`src/verilog/snoop_fi_config.svh`:
```
`ifndef SNOOP_FI_CONFIG_SVH
`define SNOOP_FI_CONFIG_SVH

// ------------------------------
// ACE snoop channel widths
// ------------------------------
`define FI_ADDR_W       44
`define FI_DATA_W       128
`define FI_BEATS        4
`define FI_LINE_W       (`FI_BEATS * `FI_DATA_W)
`define FI_CRRESP_W     5

// Register file width
`define FI_REG_W        32

// Base cycle count for the delayed test modes
`define FI_DELAY_BASE   4

// ------------------------------
// Control register layout
// ------------------------------
`define FI_BIT_EN       0
`define FI_TEST_LSB     1
`define FI_FUNC_LSB     5
`define FI_CRRESP_LSB   9
`define FI_BIT_ACFLT    14
`define FI_BIT_ADDRFLT  15
`define FI_BIT_OSH_EN   16
`define FI_BIT_CON_EN   17
`define FI_BIT_PDT_EN   20

`endif

```
`src/verilog/snoop_fi_pkg.sv`:
```
package snoop_fi_pkg;

    // Response sequencer states
    typedef enum logic [4:0]
    {
        ST_IDLE        = 5'd0,
        ST_FILTER      = 5'd1,
        ST_FUNCTION    = 5'd2,
        ST_ONE_SHOT    = 5'd3,
        ST_CONTINUOUS  = 5'd4,
        ST_RESPONSE    = 5'd5,
        ST_DELAY       = 5'd6,
        ST_SNOOP_RESP  = 5'd7,
        ST_REPLY_BURST = 5'd8,
        ST_DUMMY_REPLY = 5'd9,
        ST_END_OP      = 5'd10,
        ST_END_REPLY   = 5'd11
    } fi_state_e;

    // Function field of the control register
    typedef enum logic [3:0]
    {
        FUNC_OSH = 4'd0,
        FUNC_CON = 4'd1,
        FUNC_ADL = 4'd2,
        FUNC_ADT = 4'd3,
        FUNC_PDT = 4'd4
    } fi_func_e;

    // Fault injection test modes
    typedef enum logic [3:0]
    {
        TEST_NORMAL        = 4'd0,
        TEST_FUZZING       = 4'd1,
        TEST_DELAY_CRVALID = 4'd2,
        TEST_DELAY_CDVALID = 4'd3,
        TEST_DELAY_CDLAST  = 4'd4
    } fi_test_e;

endpackage

```
`src/verilog/snoop_ctrl_if.sv`:
```
`include "snoop_fi_config.svh"

interface snoop_ctrl_if;

    logic                         enable;
    snoop_fi_pkg::fi_func_e       func;
    snoop_fi_pkg::fi_test_e       test;
    logic [`FI_CRRESP_W-1:0]      crresp;
    logic                         osh_en;
    logic                         con_en;
    logic                         pdt_en;
    // Combined opcode and address window verdict
    logic                         pass;

    modport decode (output enable, func, test, crresp, osh_en, con_en, pdt_en, pass);

    modport execute (input enable, func, test, crresp, osh_en, con_en, pdt_en, pass);

endinterface

```
`src/verilog/snoop_resp_if.sv`:
```
`include "snoop_fi_config.svh"

interface snoop_resp_if;

    // Single cycle commands toward the CR/CD registers
    logic                         set_cr;
    logic [`FI_CRRESP_W-1:0]      resp_code;
    logic                         set_cd;
    logic                         set_last;
    logic                         start_burst;
    logic                         clear_all;
    logic                         dummy;

    // High once the last CD beat has been taken
    logic                         burst_done;

    modport execute (output set_cr, resp_code, set_cd, set_last, start_burst,
                     clear_all, dummy, input burst_done);

    modport result (input set_cr, resp_code, set_cd, set_last, start_burst,
                    clear_all, dummy, output burst_done);

endinterface

```
`src/verilog/snoop_ctrl_decode.sv`:
```
`include "snoop_fi_config.svh"

module snoop_ctrl_decode
(
    input  logic [`FI_REG_W-1:0]   i_control_reg,
    input  logic [`FI_REG_W-1:0]   i_acsnoop_reg,
    input  logic [`FI_REG_W-1:0]   i_base_addr_reg,
    input  logic [`FI_REG_W-1:0]   i_addr_size_reg,
    input  logic [`FI_ADDR_W-1:0]  i_acaddr_snapshot,
    input  logic [3:0]             i_acsnoop_snapshot,
    snoop_ctrl_if.decode           ctrl
);

    logic        ac_match;
    logic        addr_match;
    logic        ac_flt_en;
    logic        addr_flt_en;
    logic [31:0] win_addr;
    logic [31:0] win_end;

    // ------------------------------
    // Control register fields
    // ------------------------------
    assign ctrl.enable = i_control_reg[`FI_BIT_EN];
    assign ctrl.test   = snoop_fi_pkg::fi_test_e'(
                         i_control_reg[`FI_TEST_LSB +: $bits(snoop_fi_pkg::fi_test_e)]);
    assign ctrl.func   = snoop_fi_pkg::fi_func_e'(
                         i_control_reg[`FI_FUNC_LSB +: $bits(snoop_fi_pkg::fi_func_e)]);
    assign ctrl.crresp = i_control_reg[`FI_CRRESP_LSB +: `FI_CRRESP_W];
    assign ctrl.osh_en = i_control_reg[`FI_BIT_OSH_EN];
    assign ctrl.con_en = i_control_reg[`FI_BIT_CON_EN];
    assign ctrl.pdt_en = i_control_reg[`FI_BIT_PDT_EN];

    assign ac_flt_en   = i_control_reg[`FI_BIT_ACFLT];
    assign addr_flt_en = i_control_reg[`FI_BIT_ADDRFLT];

    // ------------------------------
    // Snapshot filters
    // ------------------------------
    assign ac_match = (i_acsnoop_snapshot == i_acsnoop_reg[3:0]);

    // Window compare on the low 32 address bits only
    assign win_addr   = i_acaddr_snapshot[31:0];
    assign win_end    = i_base_addr_reg[31:0] + i_addr_size_reg[31:0];
    assign addr_match = (win_addr >= i_base_addr_reg[31:0]) && (win_addr < win_end);

    // A disabled filter always passes
    assign ctrl.pass = (!ac_flt_en || ac_match) && (!addr_flt_en || addr_match);

endmodule

```
`src/verilog/snoop_fault_fsm.sv`:
```
`include "snoop_fi_config.svh"

module snoop_fault_fsm
(
    input  logic                   ace_aclk,
    input  logic                   ace_aresetn,
    input  logic                   i_trigger,
    input  logic                   i_crready,
    input  logic [`FI_REG_W-1:0]   i_delay_reg,
    snoop_ctrl_if.execute          ctrl,
    snoop_resp_if.execute          resp,
    output logic                   o_reply,
    output logic                   o_end,
    output logic                   o_busy
);

    snoop_fi_pkg::fi_state_e state;
    snoop_fi_pkg::fi_state_e ret_state;
    logic [`FI_REG_W-1:0]    delay_cnt;
    logic [`FI_REG_W-1:0]    delay_target;
    logic                    delay_hit;
    logic                    delayed_mode;
    logic                    osh_done;
    logic                    burst_run;

    // Base cycles doubled for each delay step above one
    assign delay_target = (i_delay_reg == '0) ? '0 :
                          (`FI_REG_W'(`FI_DELAY_BASE) << (i_delay_reg - 1'b1));
    assign delay_hit    = (delay_cnt == delay_target);

    assign delayed_mode = (ctrl.test == snoop_fi_pkg::TEST_DELAY_CRVALID) ||
                          (ctrl.test == snoop_fi_pkg::TEST_DELAY_CDVALID) ||
                          (ctrl.test == snoop_fi_pkg::TEST_DELAY_CDLAST);

    assign o_busy = (state != snoop_fi_pkg::ST_IDLE);

    // ------------------------------
    // State sequencing
    // ------------------------------
    always_ff @(posedge ace_aclk)
    begin
        if (!ace_aresetn)
        begin
            state     <= snoop_fi_pkg::ST_IDLE;
            ret_state <= snoop_fi_pkg::ST_END_REPLY;
            delay_cnt <= '0;
            osh_done  <= 1'b0;
            burst_run <= 1'b0;
            o_reply   <= 1'b0;
            o_end     <= 1'b0;
        end
        else
        begin
            o_reply <= 1'b0;
            case (state)
                snoop_fi_pkg::ST_IDLE:
                begin
                    // Disabling the block re-arms the one-shot
                    if (!ctrl.enable)
                    begin
                        osh_done <= 1'b0;
                        o_end    <= 1'b0;
                    end
                    if (i_trigger)
                        state <= snoop_fi_pkg::ST_FILTER;
                end
                snoop_fi_pkg::ST_FILTER:
                begin
                    if (ctrl.pass)
                        state <= snoop_fi_pkg::ST_FUNCTION;
                    else
                        state <= snoop_fi_pkg::ST_DUMMY_REPLY;
                end
                snoop_fi_pkg::ST_FUNCTION:
                begin
                    case (ctrl.func)
                        snoop_fi_pkg::FUNC_OSH:
                            state <= (ctrl.osh_en && !osh_done) ? snoop_fi_pkg::ST_ONE_SHOT
                                                                : snoop_fi_pkg::ST_DUMMY_REPLY;
                        snoop_fi_pkg::FUNC_CON:
                            state <= ctrl.con_en ? snoop_fi_pkg::ST_CONTINUOUS
                                                 : snoop_fi_pkg::ST_DUMMY_REPLY;
                        snoop_fi_pkg::FUNC_PDT:
                            state <= ctrl.pdt_en ? snoop_fi_pkg::ST_SNOOP_RESP
                                                 : snoop_fi_pkg::ST_DUMMY_REPLY;
                        // Leak and tamper belong to the active side
                        snoop_fi_pkg::FUNC_ADL,
                        snoop_fi_pkg::FUNC_ADT:
                            state <= snoop_fi_pkg::ST_DUMMY_REPLY;
                        default:
                            state <= snoop_fi_pkg::ST_DUMMY_REPLY;
                    endcase
                end
                snoop_fi_pkg::ST_ONE_SHOT:
                begin
                    if (i_crready)
                    begin
                        osh_done  <= 1'b1;
                        ret_state <= snoop_fi_pkg::ST_END_OP;
                        state     <= snoop_fi_pkg::ST_RESPONSE;
                    end
                end
                snoop_fi_pkg::ST_CONTINUOUS:
                begin
                    if (i_crready)
                    begin
                        ret_state <= snoop_fi_pkg::ST_END_REPLY;
                        state     <= snoop_fi_pkg::ST_RESPONSE;
                    end
                end
                snoop_fi_pkg::ST_RESPONSE:
                    state <= delayed_mode ? snoop_fi_pkg::ST_DELAY : ret_state;
                snoop_fi_pkg::ST_DELAY:
                begin
                    if (delay_hit)
                    begin
                        delay_cnt <= '0;
                        state     <= ret_state;
                    end
                    else
                        delay_cnt <= delay_cnt + 1'b1;
                end
                snoop_fi_pkg::ST_SNOOP_RESP:
                begin
                    if (i_crready)
                        state <= snoop_fi_pkg::ST_REPLY_BURST;
                end
                snoop_fi_pkg::ST_REPLY_BURST:
                begin
                    burst_run <= 1'b1;
                    if (burst_run && resp.burst_done)
                    begin
                        burst_run <= 1'b0;
                        state     <= snoop_fi_pkg::ST_END_REPLY;
                    end
                end
                snoop_fi_pkg::ST_DUMMY_REPLY:
                begin
                    if (i_crready)
                        state <= snoop_fi_pkg::ST_END_REPLY;
                end
                snoop_fi_pkg::ST_END_OP:
                begin
                    o_end   <= 1'b1;
                    o_reply <= 1'b1;
                    state   <= snoop_fi_pkg::ST_IDLE;
                end
                snoop_fi_pkg::ST_END_REPLY:
                begin
                    o_reply <= 1'b1;
                    state   <= snoop_fi_pkg::ST_IDLE;
                end
                default:
                    state <= snoop_fi_pkg::ST_IDLE;
            endcase
        end
    end

    // ------------------------------
    // Driver commands
    // ------------------------------
    always_comb
    begin
        resp.set_cr      = 1'b0;
        resp.resp_code   = ctrl.crresp;
        resp.set_cd      = 1'b0;
        resp.set_last    = 1'b0;
        resp.start_burst = 1'b0;
        resp.clear_all   = 1'b0;
        resp.dummy       = 1'b0;
        case (state)
            snoop_fi_pkg::ST_RESPONSE:
            begin
                // Delayed modes hold back one signal until DELAY expires
                case (ctrl.test)
                    snoop_fi_pkg::TEST_FUZZING:
                    begin
                        resp.set_cr   = 1'b1;
                        resp.set_cd   = 1'b1;
                        resp.set_last = 1'b1;
                    end
                    snoop_fi_pkg::TEST_DELAY_CRVALID:
                    begin
                        resp.set_cd   = 1'b1;
                        resp.set_last = 1'b1;
                    end
                    snoop_fi_pkg::TEST_DELAY_CDVALID:
                    begin
                        resp.set_cr   = 1'b1;
                        resp.set_last = 1'b1;
                    end
                    snoop_fi_pkg::TEST_DELAY_CDLAST:
                    begin
                        resp.set_cr   = 1'b1;
                        resp.set_cd   = 1'b1;
                    end
                    default:
                        resp.set_cr   = 1'b1;
                endcase
            end
            snoop_fi_pkg::ST_DELAY:
            begin
                resp.set_cr   = delay_hit && (ctrl.test == snoop_fi_pkg::TEST_DELAY_CRVALID);
                resp.set_cd   = delay_hit && (ctrl.test == snoop_fi_pkg::TEST_DELAY_CDVALID);
                resp.set_last = delay_hit && (ctrl.test == snoop_fi_pkg::TEST_DELAY_CDLAST);
            end
            snoop_fi_pkg::ST_SNOOP_RESP:
                resp.set_cr = i_crready;
            snoop_fi_pkg::ST_REPLY_BURST:
                resp.start_burst = !burst_run;
            snoop_fi_pkg::ST_DUMMY_REPLY:
                resp.dummy = i_crready;
            snoop_fi_pkg::ST_END_OP,
            snoop_fi_pkg::ST_END_REPLY:
                resp.clear_all = 1'b1;
            default:
            begin
                resp.clear_all = 1'b0;
            end
        endcase
    end

    // Every return to idle comes with the reply pulse
    a_reply_on_exit: assert property (@(posedge ace_aclk) disable iff (!ace_aresetn)
        $fell(o_busy) |-> o_reply);

endmodule

```
`src/verilog/snoop_resp_driver.sv`:
```
`include "snoop_fi_config.svh"

module snoop_resp_driver
(
    input  logic                     ace_aclk,
    input  logic                     ace_aresetn,
    input  logic                     i_cdready,
    input  logic [`FI_LINE_W-1:0]    i_cache_line,
    snoop_resp_if.result             resp,
    output logic [`FI_CRRESP_W-1:0]  o_crresp,
    output logic                     o_crvalid,
    output logic [`FI_DATA_W-1:0]    o_cddata,
    output logic                     o_cdvalid,
    output logic                     o_cdlast
);

    localparam int                BEAT_W    = $clog2(`FI_BEATS);
    localparam logic [BEAT_W-1:0] LAST_BEAT = BEAT_W'(`FI_BEATS - 1);

    logic [BEAT_W-1:0] beat_cnt;
    logic [BEAT_W-1:0] beat_next;
    logic              bursting;
    logic              beat_acc;

    assign beat_next = beat_cnt + 1'b1;
    assign beat_acc  = bursting && o_cdvalid && i_cdready;

    always_ff @(posedge ace_aclk)
    begin
        if (!ace_aresetn || resp.clear_all)
        begin
            o_crresp        <= '0;
            o_crvalid       <= 1'b0;
            o_cddata        <= '0;
            o_cdvalid       <= 1'b0;
            o_cdlast        <= 1'b0;
            beat_cnt        <= '0;
            bursting        <= 1'b0;
            resp.burst_done <= 1'b0;
        end
        else if (resp.start_burst)
        begin
            // CR handshake is over, first line slice goes out
            o_crresp        <= '0;
            o_crvalid       <= 1'b0;
            o_cddata        <= i_cache_line[0 +: `FI_DATA_W];
            o_cdvalid       <= 1'b1;
            o_cdlast        <= 1'b0;
            beat_cnt        <= '0;
            bursting        <= 1'b1;
            resp.burst_done <= 1'b0;
        end
        else if (beat_acc)
        begin
            if (beat_cnt == LAST_BEAT)
            begin
                o_cdvalid       <= 1'b0;
                o_cdlast        <= 1'b0;
                bursting        <= 1'b0;
                resp.burst_done <= 1'b1;
            end
            else
            begin
                beat_cnt <= beat_next;
                o_cddata <= i_cache_line[beat_next * `FI_DATA_W +: `FI_DATA_W];
                o_cdlast <= (beat_next == LAST_BEAT);
            end
        end
        else if (resp.dummy)
        begin
            o_crresp  <= '0;
            o_cddata  <= '0;
            o_crvalid <= 1'b1;
        end
        else
        begin
            if (resp.set_cr)
            begin
                o_crvalid <= 1'b1;
                o_crresp  <= resp.resp_code;
            end
            if (resp.set_cd)
                o_cdvalid <= 1'b1;
            if (resp.set_last)
                o_cdlast <= 1'b1;
        end
    end

    // Stalled beat keeps its data
    a_cddata_hold: assert property (@(posedge ace_aclk) disable iff (!ace_aresetn)
        (bursting && o_cdvalid && !i_cdready) |=> $stable(o_cddata));

    // Last flag only on the final valid beat of a burst
    a_cdlast_final: assert property (@(posedge ace_aclk) disable iff (!ace_aresetn)
        (bursting && o_cdlast) |-> (o_cdvalid && beat_cnt == LAST_BEAT));

endmodule

```
`src/verilog/snoop_fault_top.sv`:
```
`include "snoop_fi_config.svh"

module snoop_fault_top
(
    input  logic                     ace_aclk,
    input  logic                     ace_aresetn,
    input  logic                     i_trigger,
    input  logic [`FI_ADDR_W-1:0]    i_acaddr_snapshot,
    input  logic [3:0]               i_acsnoop_snapshot,
    input  logic [`FI_REG_W-1:0]     i_control_reg,
    input  logic [`FI_REG_W-1:0]     i_delay_reg,
    input  logic [`FI_REG_W-1:0]     i_acsnoop_reg,
    input  logic [`FI_REG_W-1:0]     i_base_addr_reg,
    input  logic [`FI_REG_W-1:0]     i_addr_size_reg,
    input  logic [`FI_LINE_W-1:0]    i_cache_line,
    input  logic                     i_crready,
    input  logic                     i_cdready,
    output logic [`FI_CRRESP_W-1:0]  o_crresp,
    output logic                     o_crvalid,
    output logic [`FI_DATA_W-1:0]    o_cddata,
    output logic                     o_cdvalid,
    output logic                     o_cdlast,
    output logic                     o_reply,
    output logic                     o_end,
    output logic                     o_busy
);

    snoop_ctrl_if ctrl_bus ();
    snoop_resp_if resp_bus ();

    // Register split and filters
    snoop_ctrl_decode u_decode
    (
        .i_control_reg      (i_control_reg),
        .i_acsnoop_reg      (i_acsnoop_reg),
        .i_base_addr_reg    (i_base_addr_reg),
        .i_addr_size_reg    (i_addr_size_reg),
        .i_acaddr_snapshot  (i_acaddr_snapshot),
        .i_acsnoop_snapshot (i_acsnoop_snapshot),
        .ctrl               (ctrl_bus.decode)
    );

    // Response sequencing
    snoop_fault_fsm u_fsm
    (
        .ace_aclk    (ace_aclk),
        .ace_aresetn (ace_aresetn),
        .i_trigger   (i_trigger),
        .i_crready   (i_crready),
        .i_delay_reg (i_delay_reg),
        .ctrl        (ctrl_bus.execute),
        .resp        (resp_bus.execute),
        .o_reply     (o_reply),
        .o_end       (o_end),
        .o_busy      (o_busy)
    );

    // CR and CD channel registers
    snoop_resp_driver u_driver
    (
        .ace_aclk     (ace_aclk),
        .ace_aresetn  (ace_aresetn),
        .i_cdready    (i_cdready),
        .i_cache_line (i_cache_line),
        .resp         (resp_bus.result),
        .o_crresp     (o_crresp),
        .o_crvalid    (o_crvalid),
        .o_cddata     (o_cddata),
        .o_cdvalid    (o_cdvalid),
        .o_cdlast     (o_cdlast)
    );

endmodule

```
`config.mk`:
```
export PLATFORM = sky130hd
export DESIGN_NAME = snoop_fault_top
export DESIGN_NICKNAME = d
export VERILOG_FILES = /design/src/verilog/snoop_fi_pkg.sv /design/src/verilog/snoop_ctrl_if.sv /design/src/verilog/snoop_resp_if.sv /design/src/verilog/snoop_ctrl_decode.sv /design/src/verilog/snoop_fault_fsm.sv /design/src/verilog/snoop_resp_driver.sv /design/src/verilog/snoop_fault_top.sv
export VERILOG_INCLUDE_DIRS = /design/src /design/src/verilog
export SDC_FILE = /design/constraint.sdc
export NUM_CORES = 1
export LEC_CHECK = 0
export BUFFER_PORTS_ARGS = -buffer_cell sky130_fd_sc_hd__buf_2
export CORE_AREA = 5 5 337 339
export DETAILED_ROUTE_END_ITERATION = 10
export DIE_AREA = 0 0 342 344
export PLACE_DENSITY = 0.38
export SYNTH_ARGS = -nofsm -noshare
export SYNTH_HDL_FRONTEND = slang
export SYNTH_SLANG_ARGS = --single-unit
```
`constraint.sdc`:
```
create_clock -name ace_aclk -period 6.8 [get_ports ace_aclk]
set_input_delay 1.36 -clock ace_aclk [delete_from_list [all_inputs] [get_ports ace_aclk]]
set_output_delay 1.36 -clock ace_aclk [all_outputs]
set_load 0.005 [all_outputs]
```
== Word-level counts from Yosys, hierarchy flattened ==
Index checks and enable logic that the tools add are counted.

* Order comparisons: 2
* Reduce and logical (&&, ||, !) cells: 48
* Shift-type cells: 2
* Equality and inequality tests: 34
* Mux-type cells: 50
* Bitwise gates (word level): 2
* $add $sub $neg: 4

{| class="wikitable"
|+ Operators with widths
! cell !! number
|-
| two-way mux 128 bit || 4
|-
| variable part select 512 x 10 -> 128 bit || 1
|-
| two-way mux 32 bit || 2
|-
| two-way mux 5 bit || 10
|-
| one-hot mux 5 bit (9 select lines) || 1
|-
| adder 32 x 1 -> 32 bit (second input constant) || 1
|-
| adder 32 bit || 1
|-
| equality test 32 bit || 1
|-
| greater-or-equal comparator 32 bit || 1
|-
| logical NOT 32 bit || 1
|-
| less-than comparator 32 bit || 1
|-
| << shifter 3 x 32 -> 32 bit (first input constant) || 1
|-
| subtractor 32 x 1 -> 32 bit (second input constant) || 1
|-
| two-way mux 1 bit || 22
|-
| equality test 5 x 3 -> 1 bit (second input constant) || 4
|-
| equality test 5 x 4 -> 1 bit (second input constant) || 4
|-
| two-way mux 4 bit || 4
|-
| one-hot mux 5 bit (3 select lines) || 1
|-
| AND reduction 2 bit || 7
|-
| nonzero test 2 bit || 7
|-
| inequality test 2 bit (second input constant) || 6
|-
| equality test 5 x 2 -> 1 bit (second input constant) || 2
|-
| one-hot mux 5 bit (2 select lines) || 1
|-
| logical AND 1 bit || 9
|-
| other kinds (23) || 49
|}

* Register bits after elaboration: 186
* Input bits: 725
* Word-level logic and storage cells: 157
* Output and inout bits: 139

== Longest topological paths before layout ==
Gate-level depths: netlist (run 1).

* Depth after elaboration: 10
* Depth in mapped cells: 25
* Depth with buffers taken out: 25

== Modules after synthesis ==
Synthesis (run 1) repeated with hierarchy kept, for this count alone.

* Cell total of the unflattened synthesis: 2489
* Area total of the unflattened synthesis: 18547.8 µm²

{| class="wikitable"
|+ By module, submodules not included
! module !! area an instance (µm²) !! cells an instance !! seq. area each (µm²) !! instances
|-
| snoop_resp_driver || 11405.9 || 1495 || 2802.7 || 1
|-
| snoop_fault_fsm || 3713.6 || 530 || 820.8 || 1
|-
| snoop_ctrl_decode || 3428.3 || 464 || 0.0 || 1
|}

== Least setup slack after synthesis (run 1) ==
No wires, ideal clock.

* Path type: input -> register
* From: input i_base_addr_reg[8]
* To: register u_fsm.state[1]
* Arrival time: 5.567 ns
* Setup time: 0.119 ns
* Data required time: 6.681 ns
* Cell stages on the path: 24
* Slack: 1.115 ns
* Path buffers: 0
* Cells stage by stage: ha_1 -> a21o_1 -> a21oi_1 -> nor3b_1 -> a21oi_1 -> a2111oi_0 -> o31ai_1 -> o41ai_1 -> o21ba_2 -> o21ai_0 -> a21oi_1 -> xnor2_1 -> ha_1 -> nand4_1 -> nor2_1 -> nand2_1 -> nor3_1 -> o21ai_0 -> a21o_1 -> nand3_1 -> nand2b_1 -> a31oi_1 -> o21ai_0 -> o221a_1

* Word-level cells in the longest chain between the ends: 7
* Elaborated cells on any way between the ends: 8
* Those cells by class: add/sub (1); order compare (2); mux (2); reduce/logical (3)

{| class="wikitable"
|+ RTL lines
! item !! RTL line !! source
|-
| from (decl) || snoop_fault_top.sv:13 || <nowiki>input logic [`FI_REG_W-1:0] i_base_addr_reg,</nowiki>
|-
| adder 32 bit || snoop_ctrl_decode.sv:44 || <nowiki>assign win_end = i_base_addr_reg[31:0] + i_addr_size_reg[31:0];</nowiki>
|-
| less-than comparator 32 bit || snoop_ctrl_decode.sv:45 || <nowiki>assign addr_match = (win_addr >= i_base_addr_reg[31:0]) && (win_addr < win_end);</nowiki>
|-
| logical AND 1 bit * || snoop_ctrl_decode.sv:45 ||
|-
| logical OR 1 bit * || snoop_ctrl_decode.sv:48 || <nowiki>assign ctrl.pass = (!ac_flt_en || ac_match) && (!addr_flt_en || addr_match);</nowiki>
|-
| logical AND 1 bit * || snoop_ctrl_decode.sv:48 ||
|-
| two-way mux 4 bit * || snoop_fault_fsm.sv:69 || <nowiki>if (ctrl.pass)</nowiki>
|-
| one-hot mux 5 bit (9 select lines) * || snoop_fault_fsm.sv:55 || <nowiki>case (state)</nowiki>
|-
| to (signal assigned) || snoop_fault_fsm.sv:70 || <nowiki>state <= snoop_fi_pkg::ST_FUNCTION;</nowiki>
|-
| to (signal assigned) || snoop_fault_fsm.sv:72 || <nowiki>state <= snoop_fi_pkg::ST_DUMMY_REPLY;</nowiki>
|-
| to (signal assigned) || snoop_fault_fsm.sv:78 || <nowiki>state <= (ctrl.osh_en && !osh_done) ? snoop_fi_pkg::ST_ONE_SHOT</nowiki>
|-
| to (decl) || snoop_fault_fsm.sv:17 || <nowiki>snoop_fi_pkg::fi_state_e state;</nowiki>
|}

Mark *: on every way between the ends. The rest lies on a longest branch, timed or not.
A chain may end at the register's enable or synchronous reset.

== Worst setup path in the final report (run 1) ==
* From: input i_base_addr_reg[0]
* To: register u_fsm.state[1]

Same word-level chain as after synthesis.

==> results of run 1 <==
==> layer usage <==
layer,track usage,vias to the layer above
li1,-,8073
met5,0,-
met2,0.2988,813
met4,0.05413,16
met1,0.2279,8626
met3,0.05668,141
==> stage by stage <==
stage	setup slack [ps]	std cells
final	839.9	3956
after global routing	273.1	3938
after CTS	801.2	3930
after detailed placement	267.9	3898
after global placement	373.9	3898
after floorplan	1115	1701
==> how the worst max path moves through the flow <==
stage | to | slack (ps) | depth (start not counted)
6_report | u_fsm.state[1] | 840 | 26
3_3_place_gp | u_fsm.state[1] | 370 | 26
3_5_place_dp | u_fsm.state[1] | 270 | 26
4_1_cts | u_fsm.state[1] | 800 | 26
2_1_floorplan | u_fsm.state[1] | 1110 | 24
5_1_grt | u_fsm.state[1] | 270 | 26
==> tightest hold or removal path: stages, from the launching register on <==
cell	delay, ps
dfxtp_1	310
nand3_1	60
mux2i_1	50
==> Yosys cell counts (5+ instances only) <==
master,instances
o211ai_1,9
o22ai_1,9
a21oi_1,63
buf_1,14
o21bai_1,9
nand3_1,48
nand2_1,77
a211oi_1,7
buf_4,5
nor4_1,13
mux4_2,128
nor3_1,169
o2111ai_1,6
ha_1,99
o21ai_0,43
xnor2_1,41
a31oi_1,9
nor3b_1,5
a2111oi_0,5
dfxtp_1,181
a221oi_1,128
a21o_1,22
o21a_1,6
nor2b_1,6
nand4_1,26
nor2_1,242
or3_1,8
nand3b_1,5
nand2b_1,8
xor2_1,38
o41ai_1,7
inv_1,73
mux2i_1,10
clkbuf_1,99
and3_1,16
==> state kept, by name, summed over array words and instances, names as in the netlist <==
signal,count
u_driver.beat_cnt,2
u_driver.o_crresp,5
u_driver.bursting,1
u_fsm.state,4
u_driver.o_cdlast,1
u_driver.resp.burst_done,1
u_fsm.burst_run,1
u_driver.o_crvalid,1
u_fsm.o_reply,1
u_fsm.osh_done,1
u_fsm.ret_state,1
u_fsm.o_end,1
u_driver.o_cdvalid,1
u_driver.o_cddata,128
u_fsm.delay_cnt,32
==> cell type report <==
class	instances	area (µm²)
Antenna cell	26	65.06
Clock buffer	18	439.2
Clock inverter	14	166.4
Fill cell	12440	88640
Inverter	73	274.0
Multi-Input combinational cell	1326	10720
Sequential cell	181	3627
Tap cell	1488	1862
Timing Repair Buffer	830	4267
==> report_power, final <==
part           total [mW]  leakage (nW)  internal, mW  switching [mW]
Clock                1.13         0.282         0.532           0.602
Combinational        2.35          7.41         0.914            1.44
Sequential           1.54          1.47          1.31           0.224
Total                5.03          9.16          2.76            2.26
==> kinds of logic after synthesis <==
family / after synthesis / synth area share
xor+xnor: 79 / 0.04597
fa+ha+maj: 100 / 0.08362
simple gates: 649 / 0.2048
flops: 181 / 0.2407
buf+inv: 194 / 0.04988
mux: 140 / 0.1997
compound gates: 358 / 0.1753
==> flow_metrics.tcl, run 1 <==
set metrics [dict create \
    leakage_nw 9.164 \
    design_area_um2 21420 \
    wl_met1_um 46390 \
    crit_slowest_cell "o311ai_0" \
    r2r_setup_slack_ps 3130 \
    synthCells 1701 \
    wl_met3_um 9009 \
    vias 17670 \
    clkLatencyLatePin_ps 540 \
    async_flop_share 0 \
    die_w_um 342 \
    drive_gt1_frac 0.4173 \
    path_buf_inv 1 \
    die_h_um 344 \
    crit_type "primary input to flop" \
    yosysUniqueCellTypes 72 \
    skew_ps 26.30 \
    worst_pin_slew_ps 1227 \
    max-clock-path-buffers 2 \
    power.total_mw 5.025 \
    slowest_delay_ps 620 \
    holdCritPathClass "flop to flop" \
    gr-total-overflow 0 \
    crit_arrival_ps 6370 \
    hold_buffers 0 \
    r2r_cells 5 \
    syn_area_um2 15050 \
    fp-row-count 122 \
    root_buffer "clkbuf_16" \
    dp_hpwl_um 94270 \
    max_slew_margin 0.1607 \
    routedWlPerCell_um 28.41 \
    grt_pass1_vias 17160 \
    fmax_mhz 167.8 \
    hold_viol 0 \
    final_common_cell "buf_2" \
    drt-pass1-iter-count 5 \
    whs_endpoint "u_driver.o_crresp[0]" \
    initialDrtViolationCount 1359 \
    cp-startpoint "i_base_addr_reg[0]" \
    htreeDepth 4 \
    gp_congestion 0.9776 \
    synth-seq-area-share 0.2407 \
    status "complete, no violations" \
    top_layer "met5" \
    critPathTopFamily "compound AO/OA/AOI/OAI gates" \
    clk_pin_slew_ps 80 \
    ys_warn_count 0 \
    final-max-slew-violation-count 0 \
    cts_tree "done" \
    avgSynthCellArea_um2 8.849 \
    r2r_start "u_driver.beat_cnt[0]" \
    cts_buffers 17 \
    final_core_utilization 0.1947 \
    setup_violations 0 \
    cts_setup_buffers 0 \
    synth-seq-cells 181 \
    met2_length_um 53690 \
    synthTopCellsByArea "dfxtp_1, mux4_2, ha_1" \
    synth_top_area_share 0.2407 \
    min_period_ps 5960 \
    initial_core_util 0.1368 \
    rsz0062_at_grt "false" \
    synth-main-ff-cell "dfxtp_1" \
    hp-start "u_driver.o_crresp[0]" \
    final_cell_mix "buf_2, nor2_1, dfxtp_1" \
    synth_nets 2526 \
    antenna_left 0 \
    viasPerCell 4.466 \
    synth_edf_count 0 \
    die_area_um2 117600 \
    core_um2 110100 \
    rr_endpoint "u_driver.o_cddata[65]" \
    portBuffers 810 \
    syn_to_final_growth_pct 42.33 \
    totalWireLength_um 112400 \
    layout.nets 3254 \
    holdWs_ps 468.0 \
    clock-sinks 181 \
    cap_violations 0 \
    period_share 0.8765 \
    grt_usage 0.1813 \
    end_kind "flop" \
    dpl_cell_area_um2 20750 \
    ios 864 \
    cp_max_fo 3 \
    p_per_area_nw_per_um2 234.6 \
    grt_pass1_wl_um 147200 \
    worst_setup_path_start_kind "primary input" \
    vdd_drop_max_v 0.0001834 \
    fin_tns_setup_ps 0 \
    cp.required_ps 7210 \
    drc 0 \
    grt_max_degree 133 \
    antenna_found_initial 58 \
    synth_top_area_cell "dfxtp_1" \
    hold_depth 2 \
    cts_resized 0 \
]
No activity file was read; power rests on OpenSTA's default activity.
==> run 2: changes to the inputs <==
CORE_AREA = 5 5 333 335   (was 5 5 337 339)
DIE_AREA = 0 0 338 340   (was 0 0 342 344)
==> flow_metrics.tcl, run 2 (synthesis results as in run 1) <==
set metrics [dict create \
    layout.nets 3259 \
    portBuffers 810 \
    cap_violations 0 \
    p_per_area_nw_per_um2 234.7 \
    setup_slack_ps 787.0 \
    fmax_mhz 166.3 \
    hold_buffers 0 \
    cp_max_fo 3 \
    grt_pass1_vias 17380 \
    period_share 0.8843 \
    clk_pin_slew_ps 80 \
    regMostFlops "u_driver.o_cddata" \
    setup_violations 0 \
    dp_hpwl_um 100200 \
    largest_reg_flops 128 \
    die_h_um 340 \
    largestRegisters "u_driver.o_cddata x128, u_fsm.delay_cnt x32, u_driver.o_crresp x5" \
    syn_to_final_growth_pct 41.81 \
    clock-sinks 181 \
    cts_tree "done" \
    cts_resized 0 \
    final_cell_mix "buf_2, nor2_1, dfxtp_1" \
    antenna_left 0 \
    max-clock-path-buffers 2 \
    drive_gt1_frac 0.4181 \
    status "complete, no violations" \
    die_area_um2 114900 \
    totalWireLength_um 118900 \
    vias 17890 \
    cts_setup_buffers 0 \
    root_buffer "clkbuf_16" \
    vdd_drop_max_v 0.0001574 \
    rsz0062_at_grt "false" \
    skew_ps 21.47 \
    gr-total-overflow 0 \
    grt_usage 0.1987 \
    die_w_um 338 \
    final-max-slew-violation-count 0 \
    drc 0 \
    grt_pass1_wl_um 155800 \
    crit_arrival_ps 6410 \
    leakage_nw 9.172 \
    clkLatencyLatePin_ps 520 \
    htreeDepth 4 \
    gp_congestion 0.9408 \
    viasPerCell 4.597 \
    core_um2 107800 \
    initial_core_util 0.1396 \
    grt_max_degree 133 \
    cts_buffers 17 \
    routedWlPerCell_um 30.55 \
    place_worst_setup_slack_ps 379.9 \
    antenna_found_initial 89 \
    worst_pin_slew_ps 1225 \
    max_slew_margin 0.1835 \
    drt-pass1-iter-count 7 \
    cp.required_ps 7200 \
    final_common_cell "buf_2" \
    fillers 12230 \
    fp-row-count 121 \
    worst_setup_path_start_kind "primary input" \
    initialDrtViolationCount 1341 \
    power.total_mw 5.010 \
    min_period_ps 6013 \
    end_kind "flop" \
    holdCritPathClass "flop to flop" \
    crit_type "primary input to flop" \
    fin_tns_setup_ps 0 \
    hold_viol 0 \
    ios 864 \
]
[run 2: cell types whose count changed in the layout (fill, tap and decap cells not counted), sizes merged]
cell,before,now
diode,26,30
clkbuf,18,19
clkinv,4,3
buf,830,835
[run 2: power by group]
| group | internal, mW | switching, mW | leakage, nW | total (mW) |
|---|---|---|---|---|
| Combinational | 0.912 | 1.37 | 7.43 | 2.28 |
| Sequential | 1.31 | 0.313 | 1.47 | 1.63 |
| Clock | 0.527 | 0.574 | 0.274 | 1.10 |
| Total | 2.75 | 2.26 | 9.17 | 5.01 |
[run 2: metal layers]
layer  track usage  wire length, µm  part of all wire  vias to the layer above
li1              -                -                 -                     8068
met1        0.2507            49390              0.42                     8783
met2        0.3401            57710              0.49                      829
met3       0.05221             8419             0.071                      190
met4       0.04361             3207             0.027                       18
met5             0              135            0.0011                        -
[run 2: final timing paths]
check | from | end | slack [ps] | cells after the start
worst max-delay path | i_base_addr_reg[0] | u_fsm.state[1] | 790 | 26
worst min-delay path | u_driver.o_crresp[2] | u_driver.o_crresp[2] | 470 | 2
worst max register to register | u_driver.beat_cnt[0] | u_driver.o_cddata[97] | 3180 | 5
worst min register to register | u_driver.o_crresp[2] | u_driver.o_crresp[2] | 470 | 2
[run 2: layout make-up]
cell class	count	area, µm²	area share
Clock buffer	19	442.9	0.02075
Multi-Input combinational cell	1326	10720	0.5023
Sequential cell	181	3627	0.1699
Antenna cell	30	75.07	0.003517
Timing Repair Buffer	835	4292	0.2011
Tap cell	1414	1769	0.08288
Clock inverter	13	142.6	0.006682
Inverter	73	274.0	0.01284
[run 2: worst max-delay path: stages]
cell and delay, ps:
buf_2 100, ha_1 190, fa_1 220, a21o_1 130
a21oi_1 100, o21ba_2 220, o21ai_0 440, a21oi_1 180
o311ai_0 590, nand2_1 240, o211a_1 280, o21bai_1 130
a21oi_1 100, xor2_1 160, ha_1 280, nand4_1 140
nor2_1 160, nand2_1 100, nor3_1 210, o21ai_0 130
a21o_1 170, nand3_1 240, nand2b_1 90, a31oi_1 160
o21ai_0 90, o221a_1 210
[run 2: metrics by stage]
stage	area, µm²	util	hold slack (ps)	cells
floorplan	15050	-	453.7	1701
global placement	20680	0.1919	457.6	3829
detailed placement	20680	0.1919	457.1	3829
CTS	21270	0.1973	474.3	3861
global route	21290	0.1975	501.9	3867
finish	21350	0.1980	470.6	3891
==> run 3: changes to the inputs <==
CTS_BUF_LIST = sky130_fd_sc_hd__clkbuf_8   (was unset)
==> flow_metrics.tcl, run 3 (synthesis results as in run 1) <==
set metrics [dict create \
    status "complete, no violations" \
    dp_hpwl_um 100200 \
    p_switching_mw 2.230 \
    holdCritPathClass "flop to flop" \
    largest_reg_flops 128 \
    crit_slowest_cell "o311ai_0" \
    fp-row-count 121 \
    grt_max_degree 133 \
    core_um2 107800 \
    end_kind "flop" \
    viasPerCell 4.594 \
    switching_share 0.4679 \
    htreeDepth 4 \
    critPathTopFamily "compound AO/OA/AOI/OAI gates" \
    clk_pin_slew_ps 120 \
    drt-pass1-iter-count 5 \
    fin_tns_setup_ps 0 \
    antenna_found_initial 90 \
    slowest_delay_ps 590 \
    design_area_um2 21140 \
    worst_pin_slew_ps 1211 \
    routedWlPerCell_um 30.59 \
    skew_ps 26.31 \
    dpl_cell_area_um2 20680 \
    portBuffers 810 \
    p_per_area_nw_per_um2 225.4 \
    initial_core_util 0.1396 \
    path_buf_inv 1 \
    max-clock-path-buffers 2 \
    leakage_nw 9.089 \
    grt_pass1_wl_um 155800 \
    p_clk_frac 0.179 \
    setup_slack_ps 896.9 \
    grt_usage 0.1987 \
    final-max-slew-violation-count 0 \
    setup_violations 0 \
    cp_max_fo 3 \
    syn_to_final_growth_pct 40.44 \
    worst_setup_path_start_kind "primary input" \
    cts_buffers 17 \
    ios 864 \
    cts_resized 0 \
    gr-total-overflow 0 \
    cts_setup_buffers 0 \
    combPwrFrac 0.479 \
    clock-sinks 181 \
    grt_pass1_vias 17400 \
    initialDrtViolationCount 1386 \
    rsz0062_at_grt "false" \
    hold_viol 0 \
    place_worst_setup_slack_ps 379.9 \
    die_h_um 340 \
    antenna_left 0 \
    cts_tree "done" \
    gp_congestion 0.9408 \
    die_w_um 338 \
    drc 0 \
    vdd_drop_max_v 0.0001599 \
    internal_power_mw 2.535 \
    drive_gt1_frac 0.4181 \
    cap_violations 0 \
    power_frac_seq 0.342 \
    min_period_ps 5903 \
    max_slew_margin 0.1927 \
    crit_type "primary input to flop" \
    hold_buffers 0 \
    crit_arrival_ps 6410 \
    clkLatencyLatePin_ps 620 \
    final_common_cell "buf_2" \
    final_cell_mix "buf_2, nor2_1, dfxtp_1" \
    fmax_mhz 169.4 \
    layout.nets 3259 \
    totalWireLength_um 118800 \
    die_area_um2 114900 \
    cp.required_ps 7310 \
    period_share 0.8681 \
    root_buffer "clkbuf_8" \
    largestRegisters "u_driver.o_cddata x128, u_fsm.delay_cnt x32, u_driver.o_crresp x5" \
    regMostFlops "u_driver.o_cddata" \
    vias 17850 \
]
[run 3: changes by cell type in the layout (fill, tap and decap cells not counted)]
cell	previous run	this run
diode_2	30	24
clkbuf_1	1	0
clkbuf_8	1	18
clkbuf_16	17	0
inv_1	73	74
[run 3: worst reg2reg max path: stages, from the launching register on]
cell and delay (ps):
dfxtp_4 920, buf_4 750, buf_4 760, mux4_2 710
a221oi_1 260, nor3_1 80
[run 3: metal layers]
| layer | global-route usage | up-vias | share of wire |
|---|---|---|---|
| li1 | - | 8063 | - |
| met4 | 0.04588 | 18 | 0.027 |
| met1 | 0.2511 | 8772 | 0.42 |
| met3 | 0.05067 | 190 | 0.068 |
| met2 | 0.3395 | 803 | 0.49 |
| met5 | 0 | - | 0.0011 |
[run 3: area by class of cell]
| type | instances | area, µm² |
|---|---|---|
| repair buffers | 835 | 4292 |
| fillers | 12250 | 86650 |
| well taps | 1414 | 1769 |
| clock buffers | 18 | 247.7 |
| diodes | 24 | 60.06 |
| multi-input cells | 1326 | 10720 |
| clock inverters | 14 | 146.4 |
| flip-flops and latches | 181 | 3627 |
| inverters | 73 | 274.0 |
[run 3: final timing paths]
check                                          start                     to  slack, ps  depth (start not counted)
worst max-delay path              i_base_addr_reg[0]         u_fsm.state[1]        900                         26
worst min register to register  u_driver.o_crresp[2]   u_driver.o_crresp[2]        480                          2
worst max register to register  u_driver.beat_cnt[0]  u_driver.o_cddata[88]       3180                          5
worst min-delay path            u_driver.o_crresp[2]   u_driver.o_crresp[2]        480                          2
[run 3: through the flow]
stage	util	hold slack, ps	std cells	power, mW
global route	0.1957	506.9	3868	5.052
CTS	0.1956	479.8	3861	4.841
finish	0.1961	476.3	3885	4.765
detailed placement	0.1919	457.1	3829	3.956
global placement	0.1919	457.6	3829	3.954
floorplan	-	453.7	1701	2.609
[run 3: power groups by stage]
stage          sequential, mW  clock (mW)  combinational, mW
2_1_floorplan            1.48           0               1.13
3_3_place_gp             1.65           0               2.30
3_5_place_dp             1.65           0               2.31
4_1_cts                  1.62       0.903               2.31
5_1_grt                  1.65       0.930               2.47
6_report                 1.63       0.854               2.28
